### src/common/timer_cfg_pkg.sv
package timer_cfg_pkg;

    // 32-bit register word, also used for prescale, reload and counts
    typedef logic [31:0] word_t;

    // word address on the register bus
    typedef logic [4:0] addr_t;

    // one enable per byte lane
    typedef logic [3:0] be_t;

    localparam int unsigned NUM_CHANNELS = 2;

    // prescale value that selects the default divide
    localparam word_t PRESCALE_ALL_ONES = '1;

    // default divide when the top level does not override it
    localparam word_t DIVIDE_DEFAULT = 32'd999;

endpackage

### src/common/timer_map_pkg.sv
package timer_map_pkg;

    // word offsets inside one channel window
    localparam timer_cfg_pkg::addr_t REG_PRE  = 5'd0;
    localparam timer_cfg_pkg::addr_t REG_ARE  = 5'd1;
    localparam timer_cfg_pkg::addr_t REG_CTRL = 5'd2;
    localparam timer_cfg_pkg::addr_t REG_CNT  = 5'd3;
    localparam timer_cfg_pkg::addr_t REG_EVN  = 5'd4;

    // distance between channel windows, a power of two
    localparam int unsigned CH_STRIDE = 8;

    // interrupt registers above the channel windows
    localparam timer_cfg_pkg::addr_t REG_IRQ_PEND = 5'd16;
    localparam timer_cfg_pkg::addr_t REG_IRQ_MASK = 5'd17;

    // stored control bits
    localparam int unsigned CTRL_ENA = 0;
    localparam int unsigned CTRL_MOD = 1;

    // write-one actions, read back as zero
    localparam int unsigned CTRL_CLR = 2;
    localparam int unsigned CTRL_EVC = 3;

endpackage

### src/common/timer_ctrl_if.sv
`timescale 1ns/1ps

interface timer_ctrl_if;

    // register side settings
    timer_cfg_pkg::word_t pre;
    timer_cfg_pkg::word_t are;
    logic                 ena;
    logic                 mod;
    logic                 clr_pulse;
    logic                 evc_pulse;
    logic                 cnt_wr;
    timer_cfg_pkg::word_t cnt_wdata;

    // channel side status
    timer_cfg_pkg::word_t cnt;
    timer_cfg_pkg::word_t evn;
    logic                 event_pulse;

    modport regs (
        output pre, are, ena, mod,
        output clr_pulse, evc_pulse,
        output cnt_wr, cnt_wdata,
        input  cnt, evn, event_pulse
    );

    modport chan (
        input  pre, are, ena, mod,
        input  clr_pulse, evc_pulse,
        input  cnt_wr, cnt_wdata,
        output cnt, evn, event_pulse
    );

endinterface

### src/source/irq_merge.sv
`timescale 1ns/1ps

module irq_merge (
    input  logic                                   clk_i,
    input  logic                                   rst_i,
    input  logic [timer_cfg_pkg::NUM_CHANNELS-1:0] event_i,
    input  logic [timer_cfg_pkg::NUM_CHANNELS-1:0] mask_i,
    input  logic                                   irq_ack_i,
    output logic [timer_cfg_pkg::NUM_CHANNELS-1:0] pend_o,
    output logic                                   irq_o
);

    localparam int unsigned NCH = timer_cfg_pkg::NUM_CHANNELS;

    logic [NCH-1:0] pend_q;
    logic [NCH-1:0] pend_next;
    logic           irq_q;

    // ack clears everything, a new event in the same cycle survives
    assign pend_next = (pend_q & ~{NCH{irq_ack_i}}) | event_i;

    always_ff @(posedge clk_i) begin
        if (rst_i) begin
            pend_q <= '0;
            irq_q  <= 1'b0;
        end else begin
            pend_q <= pend_next;
            // built from next pending state so irq_o lines up with pend_o
            irq_q  <= |(pend_next & mask_i);
        end
    end

    assign pend_o = pend_q;
    assign irq_o  = irq_q;

endmodule

### src/source/timer_top.sv
`timescale 1ns/1ps

module timer_top #(
    parameter timer_cfg_pkg::word_t DEFAULT_DIVIDE = timer_cfg_pkg::DIVIDE_DEFAULT
) (
    input  logic                 clk_i,
    input  logic                 rst_i,
    input  logic                 req_i,
    input  logic                 write_i,
    input  timer_cfg_pkg::addr_t addr_i,
    input  timer_cfg_pkg::be_t   be_i,
    input  timer_cfg_pkg::word_t wdata_i,
    input  logic                 irq_ack_i,
    output logic                 ack_o,
    output timer_cfg_pkg::word_t rdata_o,
    output logic                 irq_o
);

    logic [timer_cfg_pkg::NUM_CHANNELS-1:0] chan_event;
    logic [timer_cfg_pkg::NUM_CHANNELS-1:0] irq_pend;
    logic [timer_cfg_pkg::NUM_CHANNELS-1:0] irq_mask;

    timer_ctrl_if u_ctrl0 ();
    timer_ctrl_if u_ctrl1 ();

    timer_regs u_regs (
        .clk_i      (clk_i),
        .rst_i      (rst_i),
        .req_i      (req_i),
        .write_i    (write_i),
        .addr_i     (addr_i),
        .be_i       (be_i),
        .wdata_i    (wdata_i),
        .irq_pend_i (irq_pend),
        .ack_o      (ack_o),
        .rdata_o    (rdata_o),
        .irq_mask_o (irq_mask),
        .ctrl0      (u_ctrl0.regs),
        .ctrl1      (u_ctrl1.regs)
    );

    timer_channel #(
        .DEFAULT_DIVIDE (DEFAULT_DIVIDE)
    ) u_chan0 (
        .clk_i (clk_i),
        .rst_i (rst_i),
        .ctrl  (u_ctrl0.chan)
    );

    timer_channel #(
        .DEFAULT_DIVIDE (DEFAULT_DIVIDE)
    ) u_chan1 (
        .clk_i (clk_i),
        .rst_i (rst_i),
        .ctrl  (u_ctrl1.chan)
    );

    // channel events in channel order
    assign chan_event = {u_ctrl1.event_pulse, u_ctrl0.event_pulse};

    irq_merge u_irq (
        .clk_i     (clk_i),
        .rst_i     (rst_i),
        .event_i   (chan_event),
        .mask_i    (irq_mask),
        .irq_ack_i (irq_ack_i),
        .pend_o    (irq_pend),
        .irq_o     (irq_o)
    );

endmodule

### src/timer/timer_channel.sv
`timescale 1ns/1ps

module timer_channel #(
    parameter timer_cfg_pkg::word_t DEFAULT_DIVIDE = timer_cfg_pkg::DIVIDE_DEFAULT
) (
    input  logic         clk_i,
    input  logic         rst_i,
    timer_ctrl_if.chan   ctrl
);

    timer_cfg_pkg::word_t divide;
    timer_cfg_pkg::word_t psc_q;
    timer_cfg_pkg::word_t cnt_q;
    timer_cfg_pkg::word_t evn_q;
    logic                 event_q;
    logic                 tick;
    logic                 reload_hit;

    // all ones in pre falls back to the default divide
    assign divide = (ctrl.pre == timer_cfg_pkg::PRESCALE_ALL_ONES) ? DEFAULT_DIVIDE
                                                                  : ctrl.pre;

    // >= so a smaller divide written on the fly does not stall the prescaler
    assign tick       = ctrl.ena && (psc_q >= divide);
    assign reload_hit = tick && (cnt_q == ctrl.are);

    // prescaler, held at zero while disabled
    always_ff @(posedge clk_i) begin
        if (rst_i) begin
            psc_q <= '0;
        end else if (!ctrl.ena || tick) begin
            psc_q <= '0;
        end else begin
            psc_q <= psc_q + 1'b1;
        end
    end

    // main count and event count
    always_ff @(posedge clk_i) begin
        if (rst_i) begin
            cnt_q   <= '0;
            evn_q   <= '0;
            event_q <= 1'b0;
        end else begin
            event_q <= reload_hit;

            if (reload_hit) begin
                cnt_q <= '0;
                evn_q <= evn_q + 1'b1;
            end else if (tick) begin
                if (ctrl.mod) begin
                    cnt_q <= cnt_q + 1'b1;
                end else begin
                    cnt_q <= cnt_q - 1'b1;
                end
            end

            // software load, then clears override everything
            if (ctrl.cnt_wr) begin
                cnt_q <= ctrl.cnt_wdata;
            end
            if (ctrl.clr_pulse) begin
                cnt_q <= '0;
            end
            if (ctrl.evc_pulse) begin
                evn_q <= '0;
            end
        end
    end

    assign ctrl.cnt         = cnt_q;
    assign ctrl.evn         = evn_q;
    assign ctrl.event_pulse = event_q;

endmodule

### src/timer/timer_regs.sv
`timescale 1ns/1ps

module timer_regs (
    input  logic                                         clk_i,
    input  logic                                         rst_i,
    input  logic                                         req_i,
    input  logic                                         write_i,
    input  timer_cfg_pkg::addr_t                         addr_i,
    input  timer_cfg_pkg::be_t                           be_i,
    input  timer_cfg_pkg::word_t                         wdata_i,
    input  logic [timer_cfg_pkg::NUM_CHANNELS-1:0]       irq_pend_i,
    output logic                                         ack_o,
    output timer_cfg_pkg::word_t                         rdata_o,
    output logic [timer_cfg_pkg::NUM_CHANNELS-1:0]       irq_mask_o,
    timer_ctrl_if.regs                                   ctrl0,
    timer_ctrl_if.regs                                   ctrl1
);

    localparam int unsigned NCH        = timer_cfg_pkg::NUM_CHANNELS;
    localparam int unsigned STRIDE_BIT = $clog2(timer_map_pkg::CH_STRIDE);
    localparam int unsigned CH_BITS    = (NCH > 1) ? $clog2(NCH) : 1;

    typedef enum logic [1:0] {
        IDLE,
        ACK,
        WAIT_DROP
    } chan_state_e;

    chan_state_e          state_q;
    timer_cfg_pkg::word_t pre_q       [NCH];
    timer_cfg_pkg::word_t are_q       [NCH];
    logic                 ena_q       [NCH];
    logic                 mod_q       [NCH];
    logic                 clr_q       [NCH];
    logic                 evc_q       [NCH];
    logic                 cnt_wr_q    [NCH];
    timer_cfg_pkg::word_t cnt_wdata_q [NCH];
    timer_cfg_pkg::word_t cnt_live    [NCH];
    timer_cfg_pkg::word_t evn_live    [NCH];
    timer_cfg_pkg::word_t ctrl_rd     [NCH];
    logic [NCH-1:0]       mask_q;
    timer_cfg_pkg::word_t rdata_q;
    timer_cfg_pkg::word_t rd_mux;
    timer_cfg_pkg::word_t mask_merged;
    timer_cfg_pkg::word_t ctrl_merged;
    timer_cfg_pkg::addr_t chan_off;
    logic [CH_BITS-1:0]   ch_sel;
    logic                 in_window;
    logic                 accept;
    logic                 wr_en;

    // byte lane merge of a write into the current value
    function automatic timer_cfg_pkg::word_t merge_be(timer_cfg_pkg::word_t old_val,
                                                      timer_cfg_pkg::word_t new_val,
                                                      timer_cfg_pkg::be_t be);
        timer_cfg_pkg::word_t res;
        res = old_val;
        for (int b = 0; b < 4; b++) begin
            if (be[b]) begin
                res[8*b +: 8] = new_val[8*b +: 8];
            end
        end
        return res;
    endfunction

    // address decode
    assign in_window = addr_i < timer_cfg_pkg::addr_t'(NCH * timer_map_pkg::CH_STRIDE);
    assign chan_off  = addr_i & timer_cfg_pkg::addr_t'(timer_map_pkg::CH_STRIDE - 1);
    assign ch_sel    = addr_i[STRIDE_BIT +: CH_BITS];
    assign accept    = (state_q == IDLE) && req_i;
    assign wr_en     = accept && write_i;

    assign cnt_live[0] = ctrl0.cnt;
    assign cnt_live[1] = ctrl1.cnt;
    assign evn_live[0] = ctrl0.evn;
    assign evn_live[1] = ctrl1.evn;

    always_comb begin
        for (int i = 0; i < NCH; i++) begin
            ctrl_rd[i] = '0;
            ctrl_rd[i][timer_map_pkg::CTRL_ENA] = ena_q[i];
            ctrl_rd[i][timer_map_pkg::CTRL_MOD] = mod_q[i];
        end
    end

    assign mask_merged = merge_be(timer_cfg_pkg::word_t'(mask_q), wdata_i, be_i);
    assign ctrl_merged = merge_be(ctrl_rd[ch_sel], wdata_i, be_i);

    // read mux with zero for unmapped reads
    always_comb begin
        rd_mux = '0;
        if (in_window) begin
            case (chan_off)
                timer_map_pkg::REG_PRE:  rd_mux = pre_q[ch_sel];
                timer_map_pkg::REG_ARE:  rd_mux = are_q[ch_sel];
                timer_map_pkg::REG_CTRL: rd_mux = ctrl_rd[ch_sel];
                timer_map_pkg::REG_CNT:  rd_mux = cnt_live[ch_sel];
                timer_map_pkg::REG_EVN:  rd_mux = evn_live[ch_sel];
                default:                 rd_mux = '0;
            endcase
        end else if (addr_i == timer_map_pkg::REG_IRQ_PEND) begin
            rd_mux = timer_cfg_pkg::word_t'(irq_pend_i);
        end else if (addr_i == timer_map_pkg::REG_IRQ_MASK) begin
            rd_mux = timer_cfg_pkg::word_t'(mask_q);
        end
    end

    // four-phase handshake and register writes
    always_ff @(posedge clk_i) begin
        if (rst_i) begin
            state_q <= IDLE;
            mask_q  <= '0;
            for (int i = 0; i < NCH; i++) begin
                pre_q[i]    <= '0;
                are_q[i]    <= '0;
                ena_q[i]    <= 1'b0;
                mod_q[i]    <= 1'b0;
                clr_q[i]    <= 1'b0;
                evc_q[i]    <= 1'b0;
                cnt_wr_q[i] <= 1'b0;
            end
        end else begin
            case (state_q)
                IDLE:      state_q <= req_i ? ACK : IDLE;
                ACK:       state_q <= req_i ? WAIT_DROP : IDLE;
                WAIT_DROP: state_q <= req_i ? WAIT_DROP : IDLE;
                default:   state_q <= IDLE;
            endcase

            for (int i = 0; i < NCH; i++) begin
                clr_q[i]    <= 1'b0;
                evc_q[i]    <= 1'b0;
                cnt_wr_q[i] <= 1'b0;
                if (wr_en && in_window && (ch_sel == CH_BITS'(i))) begin
                    case (chan_off)
                        timer_map_pkg::REG_PRE: pre_q[i] <= merge_be(pre_q[i], wdata_i, be_i);
                        timer_map_pkg::REG_ARE: are_q[i] <= merge_be(are_q[i], wdata_i, be_i);
                        timer_map_pkg::REG_CTRL: begin
                            ena_q[i] <= ctrl_merged[timer_map_pkg::CTRL_ENA];
                            mod_q[i] <= ctrl_merged[timer_map_pkg::CTRL_MOD];
                            clr_q[i] <= ctrl_merged[timer_map_pkg::CTRL_CLR];
                            evc_q[i] <= ctrl_merged[timer_map_pkg::CTRL_EVC];
                        end
                        timer_map_pkg::REG_CNT: cnt_wr_q[i] <= 1'b1;
                        default: ;
                    endcase
                end
            end

            if (wr_en && (addr_i == timer_map_pkg::REG_IRQ_MASK)) begin
                mask_q <= mask_merged[NCH-1:0];
            end
        end
    end

    // read data and count load value
    always_ff @(posedge clk_i) begin
        if (accept) begin
            rdata_q <= rd_mux;
        end
        for (int i = 0; i < NCH; i++) begin
            if (wr_en && in_window && (ch_sel == CH_BITS'(i))) begin
                cnt_wdata_q[i] <= merge_be(cnt_live[i], wdata_i, be_i);
            end
        end
    end

    assign ack_o      = (state_q != IDLE);
    assign rdata_o    = rdata_q;
    assign irq_mask_o = mask_q;

    assign ctrl0.pre       = pre_q[0];
    assign ctrl0.are       = are_q[0];
    assign ctrl0.ena       = ena_q[0];
    assign ctrl0.mod       = mod_q[0];
    assign ctrl0.clr_pulse = clr_q[0];
    assign ctrl0.evc_pulse = evc_q[0];
    assign ctrl0.cnt_wr    = cnt_wr_q[0];
    assign ctrl0.cnt_wdata = cnt_wdata_q[0];

    assign ctrl1.pre       = pre_q[1];
    assign ctrl1.are       = are_q[1];
    assign ctrl1.ena       = ena_q[1];
    assign ctrl1.mod       = mod_q[1];
    assign ctrl1.clr_pulse = clr_q[1];
    assign ctrl1.evc_pulse = evc_q[1];
    assign ctrl1.cnt_wr    = cnt_wr_q[1];
    assign ctrl1.cnt_wdata = cnt_wdata_q[1];

endmodule

### config.mk
export PLATFORM = sky130hd
export DESIGN_NAME = timer_top
export DESIGN_NICKNAME = d
export VERILOG_FILES = /design/src/common/timer_cfg_pkg.sv /design/src/common/timer_map_pkg.sv /design/src/common/timer_ctrl_if.sv /design/src/source/irq_merge.sv /design/src/source/timer_top.sv /design/src/timer/timer_channel.sv /design/src/timer/timer_regs.sv
export SDC_FILE = /design/constraint.sdc
export NUM_CORES = 1
export LEC_CHECK = 0
export BUFFER_PORTS_ARGS = -buffer_cell sky130_fd_sc_hd__buf_2
export CAP_MARGIN = 0
export CORE_MARGIN = 1.5
export CORE_UTILIZATION = 53
export CTS_CLUSTER_DIAMETER = 150
export DETAILED_ROUTE_END_ITERATION = 6
export MAX_ROUTING_LAYER = met4
export PLACE_DENSITY = 0.68
export SLEW_MARGIN = 5
export SYNTH_ARGS = -nofsm -noshare
export SYNTH_HDL_FRONTEND = slang
export SYNTH_SLANG_ARGS = --single-unit
### constraint.sdc
create_clock -name clk_i -period 11.1 [get_ports clk_i]
set_input_delay 1.11 -clock clk_i [delete_from_list [all_inputs] [get_ports clk_i]]
set_output_delay 1.11 -clock clk_i [all_outputs]
set_load 0.01 [all_outputs]
== After elaboration in Yosys (flattened, before gate mapping) ==
Memory sizes are Yosys's and may differ from the RTL's.
Cells that the tools add are included.
Operators by class
  add/subtract/negate cells: 8
  magnitude comparators: 4
  eq/ne operators: 12
  multiplexer cells: 165
  bitwise logic cells: 26
  reduce and logical (&&, ||, !) cells: 29
Operators with widths (number)
  $mux 32: 25
  $mux 8: 80
  $add 32x1->32 const B: 6
  $pmux 32 s5: 1
  $eq 32x32->1: 2
  $eq 32x32->1 const B: 2
  $ge 32x32->1: 2
  $sub 32x1->32 const B: 2
  $mux 1: 54
  $reduce_or 32->1: 1
  $or 1x1->1: 20
  $reduce_or 2->1: 8
  $eq 5x5->1 const B: 2
  $logic_and 1x1->1: 10
  $eq 3x2->1 const B: 2
  $mux 2: 3
  $reduce_bool 3->1: 2
  $logic_not 5->1: 1
  $lt 5x5->1 const B: 1
  $and 2x2->2: 2
  $mux 4: 1
  $pmux 2 s2: 1
  $eq 3x1->1 const B: 1
  $eq 3x3->1 const B: 1
  other kinds (12): 14
Word-level totals
  register bits: 233
  memory bits (writable): 202
  input bits: 46
  output and inout port bits: 34
  memories: 8
Memory list
  u_regs.are_q: depth 2, width 32, rd ports 3, clocked after memory_dff 0, write ports 2, line timer_regs.sv:31  | timer_cfg_pkg::word_t are_q [NCH];
  u_regs.cnt_wdata_q: depth 2, width 32, rd ports 2, clocked after memory_dff 0, write ports 1, line timer_regs.sv:37  | timer_cfg_pkg::word_t cnt_wdata_q [NCH];
  u_regs.pre_q: depth 2, width 32, rd ports 3, clocked after memory_dff 0, write ports 2, line timer_regs.sv:30  | timer_cfg_pkg::word_t pre_q [NCH];
  u_regs.clr_q: depth 2, width 1, rd ports 2, clocked after memory_dff 0, write ports 2, line timer_regs.sv:34  | logic clr_q [NCH];
  u_regs.cnt_wr_q: depth 2, width 1, rd ports 2, clocked after memory_dff 0, write ports 2, line timer_regs.sv:36  | logic cnt_wr_q [NCH];
  u_regs.ena_q: depth 2, width 1, rd ports 2, clocked after memory_dff 0, write ports 2, line timer_regs.sv:32  | logic ena_q [NCH];
  +2 memories

== Logic depth before layout (Yosys ltp) ==
Gate-level depths: netlist (run 1).
  depth after elaboration: 9
  gate-level depth with buffers: 16
  gate-level depth less buffers: 13

== By module ==
Synthesis (run 1) repeated with hierarchy kept, for this count alone.
Unflattened totals
  cell total of the unflattened synthesis: 2531
  area, all modules: 24578.6 sq um
Modules (own cells, without submodules)
  timer_channel: instances 2, cells an instance 852, area an instance 6844.1 sq um, sequential area each 1941.9 sq um
  timer_regs: instances 1, cells an instance 817, area an instance 10791.6 sq um, sequential area each 7096.8 sq um
  irq_merge: instances 1, cells an instance 10, area an instance 98.8 sq um, sequential area each 60.1 sq um

== Worst setup path after synthesis (run 1) ==
No wires, ideal clock.
  kind: input port to flip-flop
  start point: input port req_i
  end point: memory u_regs.are_q[0][0] in the netlist's numbering (enable)
  setup time: 0.330 ns
  arrival: 3.800 ns
  data required time: 10.770 ns
  setup slack: 6.970 ns
  cell stages on the path: 6
  path buffers: 0
  path through: and2_1 nand2_1 or3_1 inv_1 a21o_1 o21a_1
RTL lines
  from (decl): line timer_top.sv:8  | input logic req_i,
  to (decl): line timer_regs.sv:31

==> impl_metrics.env, run 1 <==
export IMPL_hold_viol=0
export IMPL_cp_required_ns=11.59
export IMPL_fp_dieH_um=222
export IMPL_crit_path_end_kind="register"
export IMPL_tightest_slew_ns=1.25
export IMPL_drive_gt1_frac=0.0849
export IMPL_via_count=21700
export IMPL_port_buffers=79
export IMPL_area_growth_pct=10.1
export IMPL_drc=0
export IMPL_num_rows=79
export IMPL_finClkSkew_ns=0.0278
export IMPL_grt_pass1_vias=20300
export IMPL_p_leak_nw=11.0
export IMPL_path_cells="nand4_1 > nor4_1 > nand2_1 > nand2_1 > ha_1 > a21oi_1 > o21ai_0 > a221oi_1 > o211ai_1 > and2_1 > buf_4 > nor2_2 > a22oi_1 > o22ai_1"
export IMPL_critical_path_arrival_ns=5.53
export IMPL_htreeDepth=2
export IMPL_ys_ff_latch=435
export IMPL_setup_violations=0
export IMPL_clk_pin_slew_worst_paths_ns=0.07
export IMPL_die_x_um=222
export IMPL_cts_hold_buf=0
export IMPL_cts_sinks=435
export IMPL_fin_crit_ns=5.04
export IMPL_hp_class="reg2reg"
export IMPL_critPathLaunchType="register"
export IMPL_drtIter0Drc=2781
export IMPL_cts_tree="built"
export IMPL_fin_area_um2=27900
export IMPL_worstPathMaxFanout=24
export IMPL_viasPerCell=6.57
export IMPL_drt_pre_antenna_iters=7
export IMPL_antenna_found_initial=5
export IMPL_cts_root_buf="clkbuf_16"
export IMPL_status="finished clean"
export IMPL_rrSetupSlack_ns=6.06
export IMPL_cts_resized=0
export IMPL_cpLargestDelayFamily="simple AND/OR/NAND/NOR gates"
export IMPL_drt_total_wl_um=87200
export IMPL_timing_final_crit_share=0.454
export IMPL_gp_congestion=0.982
export IMPL_routedWlPerCell_um=26.4
export IMPL_post_dp_cell_area_um2=26100
export IMPL_postCtsSetupBuffers=0
export IMPL_final_max_slew_viol_count=0
export IMPL_p_per_area_nw_per_um2=138
export IMPL_async_reset_ff_frac=0
export IMPL_fmax_mhz=199
export IMPL_detailed_place_hpwl_um=66100
export IMPL_ant_nets=0
export IMPL_track_usage=0.356
export IMPL_multi_input_area_um2=13300
export IMPL_nNetsFinal=2837
export IMPL_critical_path_class="reg2reg"
export IMPL_max_slew_margin=0.166
export IMPL_path_common_cell="nand2_1"
export IMPL_synth_seq_area_share=0.436
export IMPL_critical_path_buf_inv_count=1
export IMPL_tns_ns=0
export IMPL_rsz0062_at_grt="no"
export IMPL_cts_buffers=48
export IMPL_die_area_um2=49100
export IMPL_ios=80
export IMPL_ff_latch_area_um2=11000
export IMPL_core_um2=46900
export IMPL_ys_flop_type="edfxtp_1"
export IMPL_start_util=0.540
export IMPL_clock_latency_ns=0.60
export IMPL_n_fill_cell=4150
export IMPL_syn_inst=2642
export IMPL_synth_area_um2=25300
export IMPL_clockBufferDepth=3
export IMPL_critPathMaxStageDelay_ns=0.78
export IMPL_ir_drop_mv=0.106
export IMPL_synth_edf_count=233
export IMPL_overflow=0
export IMPL_cp_slowest_cell="nor2_2"
export IMPL_postSynthAreaPerCell_um2=9.58
export IMPL_drv_cap=0
export IMPL_ys_types=87
export IMPL_grt_start_max_net_pins=69
export IMPL_grt_pass1_wl_um=128000
export IMPL_ys_warn_count=0
[flip-flops by register name, summed over array words and instances (netlist names), 2 cells and up]
signal	cells
u_irq.pend_o	2
u_regs.state_q	2
u_regs.clr_q	2
u_regs.ena_q	2
u_chan0.psc_q	32
u_regs.irq_mask_o	2
u_chan0.ctrl.cnt	32
u_regs.cnt_wr_q	2
u_regs.evc_q	2
u_regs.are_q	64
u_regs.mod_q	2
u_chan1.ctrl.evn	32
u_chan0.ctrl.evn	32
u_regs.pre_q	64
u_chan1.ctrl.cnt	32
u_regs.cnt_wdata_q	64
u_chan1.psc_q	32
u_regs.rdata_o	32
[where the power goes]
group / total, mW / internal (mW) / switching (mW)
Combinational: 0.303 / 0.0956 / 0.208
Sequential: 1.76 / 1.73 / 0.0309
Clock: 1.77 / 1.08 / 0.687
Total: 3.83 / 2.91 / 0.925
[cell type report]
| type | count | share of cell area |
|---|---|---|
| Tap cell | 607 | 0.0273 |
| Antenna cell | 2 | 0.000180 |
| Inverter | 122 | 0.0164 |
| Clock inverter | 24 | 0.0140 |
| Timing Repair Buffer | 102 | 0.0206 |
| Clock buffer | 64 | 0.0480 |
| Multi-Input combinational cell | 1950 | 0.477 |
| Sequential cell | 435 | 0.396 |
[per-layer routing]
| layer | global-route usage | up-vias | part of all wire |
|---|---|---|---|
| li1 | - | 9854 | - |
| met1 | 0.467 | 10600 | 0.41 |
| met2 | 0.557 | 1120 | 0.46 |
| met3 | 0.0584 | 190 | 0.096 |
| met4 | 0.133 | 0 | 0.043 |
| met5 | - | - | 0 |
[per-stage QoR]
| stage | hold slack (ns) | worst slack (ns) | util | total power [mW] | instances |
|---|---|---|---|---|---|
| 6_report | 0.461 | 6.06 | 0.595 | 3.83 | 3306 |
| 5_1_grt | 0.495 | 5.78 | 0.595 | 3.92 | 3306 |
| 4_1_cts | 0.462 | 6.19 | 0.594 | 3.83 | 3304 |
| 3_5_place_dp | 0.448 | 6.23 | 0.558 | 2.09 | 3216 |
| 3_3_place_gp | 0.436 | 6.19 | 0.558 | 2.08 | 3216 |
| 2_1_floorplan | 0.425 | 6.97 | - | 1.97 | 2646 |
[Yosys cell counts, types with 12 or more instances]
| library cell | instances | area (um2) |
|---|---|---|
| and4_1 | 24 | 210 |
| a31oi_1 | 20 | 125 |
| xor2_1 | 91 | 797 |
| a21oi_1 | 107 | 536 |
| buf_2 | 23 | 115 |
| xnor2_1 | 96 | 841 |
| or4_1 | 15 | 113 |
| nand3_1 | 64 | 320 |
| nor4_1 | 21 | 131 |
| nand4_1 | 52 | 325 |
| nor2_1 | 221 | 830 |
| a22oi_1 | 23 | 173 |
| ha_1 | 130 | 1630 |
| o21ai_0 | 132 | 661 |
| mux2i_1 | 132 | 1320 |
| dfxtp_1 | 202 | 4040 |
| a222oi_1 | 29 | 290 |
| a21o_1 | 46 | 345 |
| o21a_1 | 64 | 480 |
| nand2b_1 | 12 | 75.1 |
| clkbuf_1 | 103 | 387 |
| o211ai_1 | 24 | 180 |
| o22ai_1 | 74 | 463 |
| inv_1 | 122 | 458 |
| and3_1 | 91 | 569 |
| nand2_1 | 224 | 841 |
| or3_1 | 28 | 175 |
| nor2b_1 | 15 | 93.8 |
| and2_1 | 15 | 93.8 |
| buf_1 | 12 | 45.0 |
| nor3_1 | 33 | 165 |
| edfxtp_1 | 233 | 7000 |
[final timing paths]
| kind | from | endpoint | cells after the start |
|---|---|---|---|
| worst max-delay path | u_regs.pre_q[0][31] | u_chan0.ctrl.cnt[31] | 14 |
| worst min-delay path | u_chan1.psc_q[0] | u_chan1.psc_q[0] | 1 |
| worst max register to register | u_regs.pre_q[0][31] | u_chan0.ctrl.cnt[31] | 14 |
| worst min register to register | u_chan1.psc_q[0] | u_chan1.psc_q[0] | 1 |
[cell families after synthesis]
group                    synth area share
multiplexers                       0.0535
XOR/XNOR                           0.0647
flip-flops                          0.436
other                            0.000148
adder cells (fa/ha/maj)            0.0659
AO/OA/AOI/OAI                       0.171
buffers and inverters              0.0400
AND/OR/NAND/NOR                     0.169
[placed cells by master (no fill, tap or decap), types with 12 or more instances in the layout]
cell,Yosys,final
edfxtp_1,233,233
nand2_1,224,224
nor2_1,221,220
dfxtp_1,202,202
o21ai_0,132,132
mux2i_1,132,132
ha_1,130,130
inv_1,122,122
a21oi_1,107,106
xnor2_1,96,96
and3_1,91,91
xor2_1,91,91
buf_2,23,78
o22ai_1,74,74
o21a_1,64,64
nand3_1,64,64
nand4_1,52,52
clkbuf_16,0,50
a21o_1,46,46
nor3_1,33,32
a222oi_1,29,29
or3_1,28,28
and4_1,24,24
o211ai_1,24,24
a22oi_1,23,23
buf_4,1,23
nor4_1,21,21
a31oi_1,20,20
nor2b_1,15,15
or4_1,15,15
and2_1,15,14
nand2b_1,12,12
No activity file was read; power rests on OpenSTA's default activity.
==> run 2, diff against run 1 <==
--- a/config.mk
+++ b/config.mk
@@ -12,7 +12,7 @@
 export CTS_CLUSTER_DIAMETER = 150
 export DETAILED_ROUTE_END_ITERATION = 6
 export MAX_ROUTING_LAYER = met4
-export PLACE_DENSITY = 0.68
+export PLACE_DENSITY = 0.7
 export SLEW_MARGIN = 5
 export SYNTH_ARGS = -nofsm -noshare
 export SYNTH_HDL_FRONTEND = slang
==> constraint.sdc (replaced) <==
create_clock -name clk_i -period 4.35 [get_ports clk_i]
set_input_delay 0.435 -clock clk_i [delete_from_list [all_inputs] [get_ports clk_i]]
set_output_delay 0.435 -clock clk_i [all_outputs]
set_load 0.01 [all_outputs]
==> run 2 against run 1 <==
Effect of this change: the run now ends with design-rule violations left; first-iteration DRC count decreased by 0.47%; via count up 0.88%; sequential share of layout area decreased by 0.26 points; clock power increased by 130%; combinational power rose to 2.5 times the previous value; core utilization is 0.39 points higher; sequential cell count is the same; wire length shrank 0.76%; cell count grew 1.2%; highest routed layer unchanged; hold slack worse by 0.34 ns; clock skew is 0.0034 ns lower; critical path depth up 1.
==> impl_metrics.env, run 2 (synthesis gave the netlist of run 1 again) <==
export IMPL_status="complete, but fails checks"
export IMPL_violations="design-rule violations"
export IMPL_grt_busiest_layer="met2"
export IMPL_worstPathMaxFanout=19
export IMPL_startpoint="u_regs.pre_q[0][15]"
export IMPL_timing_final_crit_share=0.915
export IMPL_cp_slowest_cell="edfxtp_1"
export IMPL_hold_worst_slack_ns=0.120
export IMPL_rsz0062_at_grt="no"
export IMPL_grt_pass1_vias=20500
export IMPL_drc=23
export IMPL_finClkSkew_ns=0.0245
export IMPL_multi_input_area_um2=13300
export IMPL_clock_latency_ns=0.61
export IMPL_critPathMaxStageDelay_ns=0.43
export IMPL_area_growth_pct=10.8
export IMPL_port_buffers=79
export IMPL_critical_path_arrival_ns=4.45
export IMPL_tightest_slew_ns=1.16
export IMPL_via_count=21900
export IMPL_fin_crit_ns=3.98
export IMPL_r2r_end="u_chan0.ctrl.cnt[6]"
export IMPL_cts_sinks=435
export IMPL_cpLargestDelayFamily="compound AO/OA/AOI/OAI gates"
export IMPL_critical_path_class="reg2reg"
export IMPL_setup_violations=0
export IMPL_critical_path_buf_inv_count=2
export IMPL_drv_cap=0
export IMPL_p_leak_nw=11.1
export IMPL_dp_cells=3248
export IMPL_postCtsSetupBuffers=0
export IMPL_crit_path_end_kind="register"
export IMPL_preCtsSetupSlack_ns=0.502
export IMPL_cp_required_ns=4.82
export IMPL_use_met3=0.0701
export IMPL_rr_worst_depth=15
export IMPL_hold_path_startpoint="req_i"
export IMPL_grt_start_max_net_pins=65
export IMPL_gp_congestion=0.994
export IMPL_final_common_cell="edfxtp_1"
export IMPL_rrSetupSlack_ns=0.37
export IMPL_fin_area_um2=28000
export IMPL_ff_latch_area_um2=11000
export IMPL_top_regs="u_regs.are_q (64), u_regs.cnt_wdata_q (64), u_regs.pre_q (64)"
export IMPL_core_um2=46900
export IMPL_path_cells="nand4_1 > nor4_1 > nand2_1 > buf_4 > nand2_1 > ha_1 > a21o_1 > a21o_1 > a221oi_1 > o211ai_1 > and2_1 > o21a_1 > buf_12 > a222oi_1 > nor2_1"
export IMPL_grt_pass1_wl_um=128000
export IMPL_critPathLaunchType="register"
export IMPL_clockBufferDepth=3
export IMPL_die_x_um=222
export IMPL_hold_viol=0
export IMPL_max_slew_margin=0.225
export IMPL_die_area_um2=49100
export IMPL_drive_gt1_frac=0.0956
export IMPL_fin_ws_ns=0.371
export IMPL_nNetsFinal=2869
export IMPL_viasPerCell=6.55
export IMPL_htreeDepth=2
export IMPL_post_dp_cell_area_um2=26400
export IMPL_detailed_place_hpwl_um=66000
export IMPL_fp_dieH_um=222
export IMPL_routedWlPerCell_um=25.9
export IMPL_final_cell_mix="233 x edfxtp_1, 224 x nand2_1, 220 x nor2_1, 202 x dfxtp_1"
export IMPL_ir_drop_mv=0.250
export IMPL_fin_cells=3345
export IMPL_n_fill_cell=4015
export IMPL_hp_class="in2reg"
export IMPL_cp_endpoint="u_chan0.ctrl.cnt[6]"
export IMPL_clk_pin_slew_worst_paths_ns=0.06
export IMPL_cts_hold_buf=0
export IMPL_p_per_area_nw_per_um2=336
export IMPL_cts_root_buf="clkbuf_16"
export IMPL_track_usage=0.355
export IMPL_num_rows=79
export IMPL_overflow=0
export IMPL_final_max_slew_viol_count=0
export IMPL_drt_total_wl_um=86500
export IMPL_cts_tree="built"
export IMPL_worstReg2RegStart="u_regs.pre_q[0][15]"
export IMPL_cts_buffers=48
export IMPL_tns_ns=0
export IMPL_antenna_found_initial=3
export IMPL_gr_usage_met2=0.544
export IMPL_cts_resized=0
export IMPL_drt_pre_antenna_iters=7
export IMPL_drtIter0Drc=2768
export IMPL_ant_nets=0
export IMPL_start_util=0.540
export IMPL_cp_depth=15
export IMPL_grt_use_met1=0.453
export IMPL_fmax_mhz=251
export IMPL_ios=80
==> run 2: how the worst min path moves through the flow <==
stage               slack, ns                 to  cells past startpoint
floorplan                0.43   u_chan0.psc_q[0]                      1
global placement         0.44   u_chan1.psc_q[0]                      1
detailed placement       0.46   u_chan1.psc_q[0]                      1
CTS                      0.10  u_regs.state_q[1]                      2
global route             0.12  u_regs.state_q[1]                      2
finish                   0.12  u_regs.state_q[1]                      2
==> run 2: area by class of cell <==
class	instances	area share
diodes	7	0.000625
clock buffers	68	0.0496
multi-input cells	1950	0.474
flip-flops and latches	435	0.394
clock inverters	22	0.00696
inverters	122	0.0163
well taps	607	0.0271
repair buffers	134	0.0313
==> run 2: where the power goes <==
group	leakage [nW]	switching (mW)	total, mW	internal, mW
combinational	6.38	0.523	0.772	0.249
clock	0.783	1.74	4.14	2.41
sequential	3.94	0.0776	4.49	4.42
==> run 2: stage by stage <==
| stage | total power [mW] | utilization |
|---|---|---|
| 2_1_floorplan | 5.03 | - |
| 3_3_place_gp | 5.31 | 0.564 |
| 3_5_place_dp | 5.32 | 0.564 |
| 4_1_cts | 9.41 | 0.598 |
| 5_1_grt | 9.65 | 0.598 |
| 6_report | 9.41 | 0.598 |
==> run 2: per-layer routing <==
metal | part of all wire | wire length [um]
met4 | 0.052 | 4490
met1 | 0.40 | 34600
met3 | 0.099 | 8550
met5 | 0 | 0
met2 | 0.45 | 38900
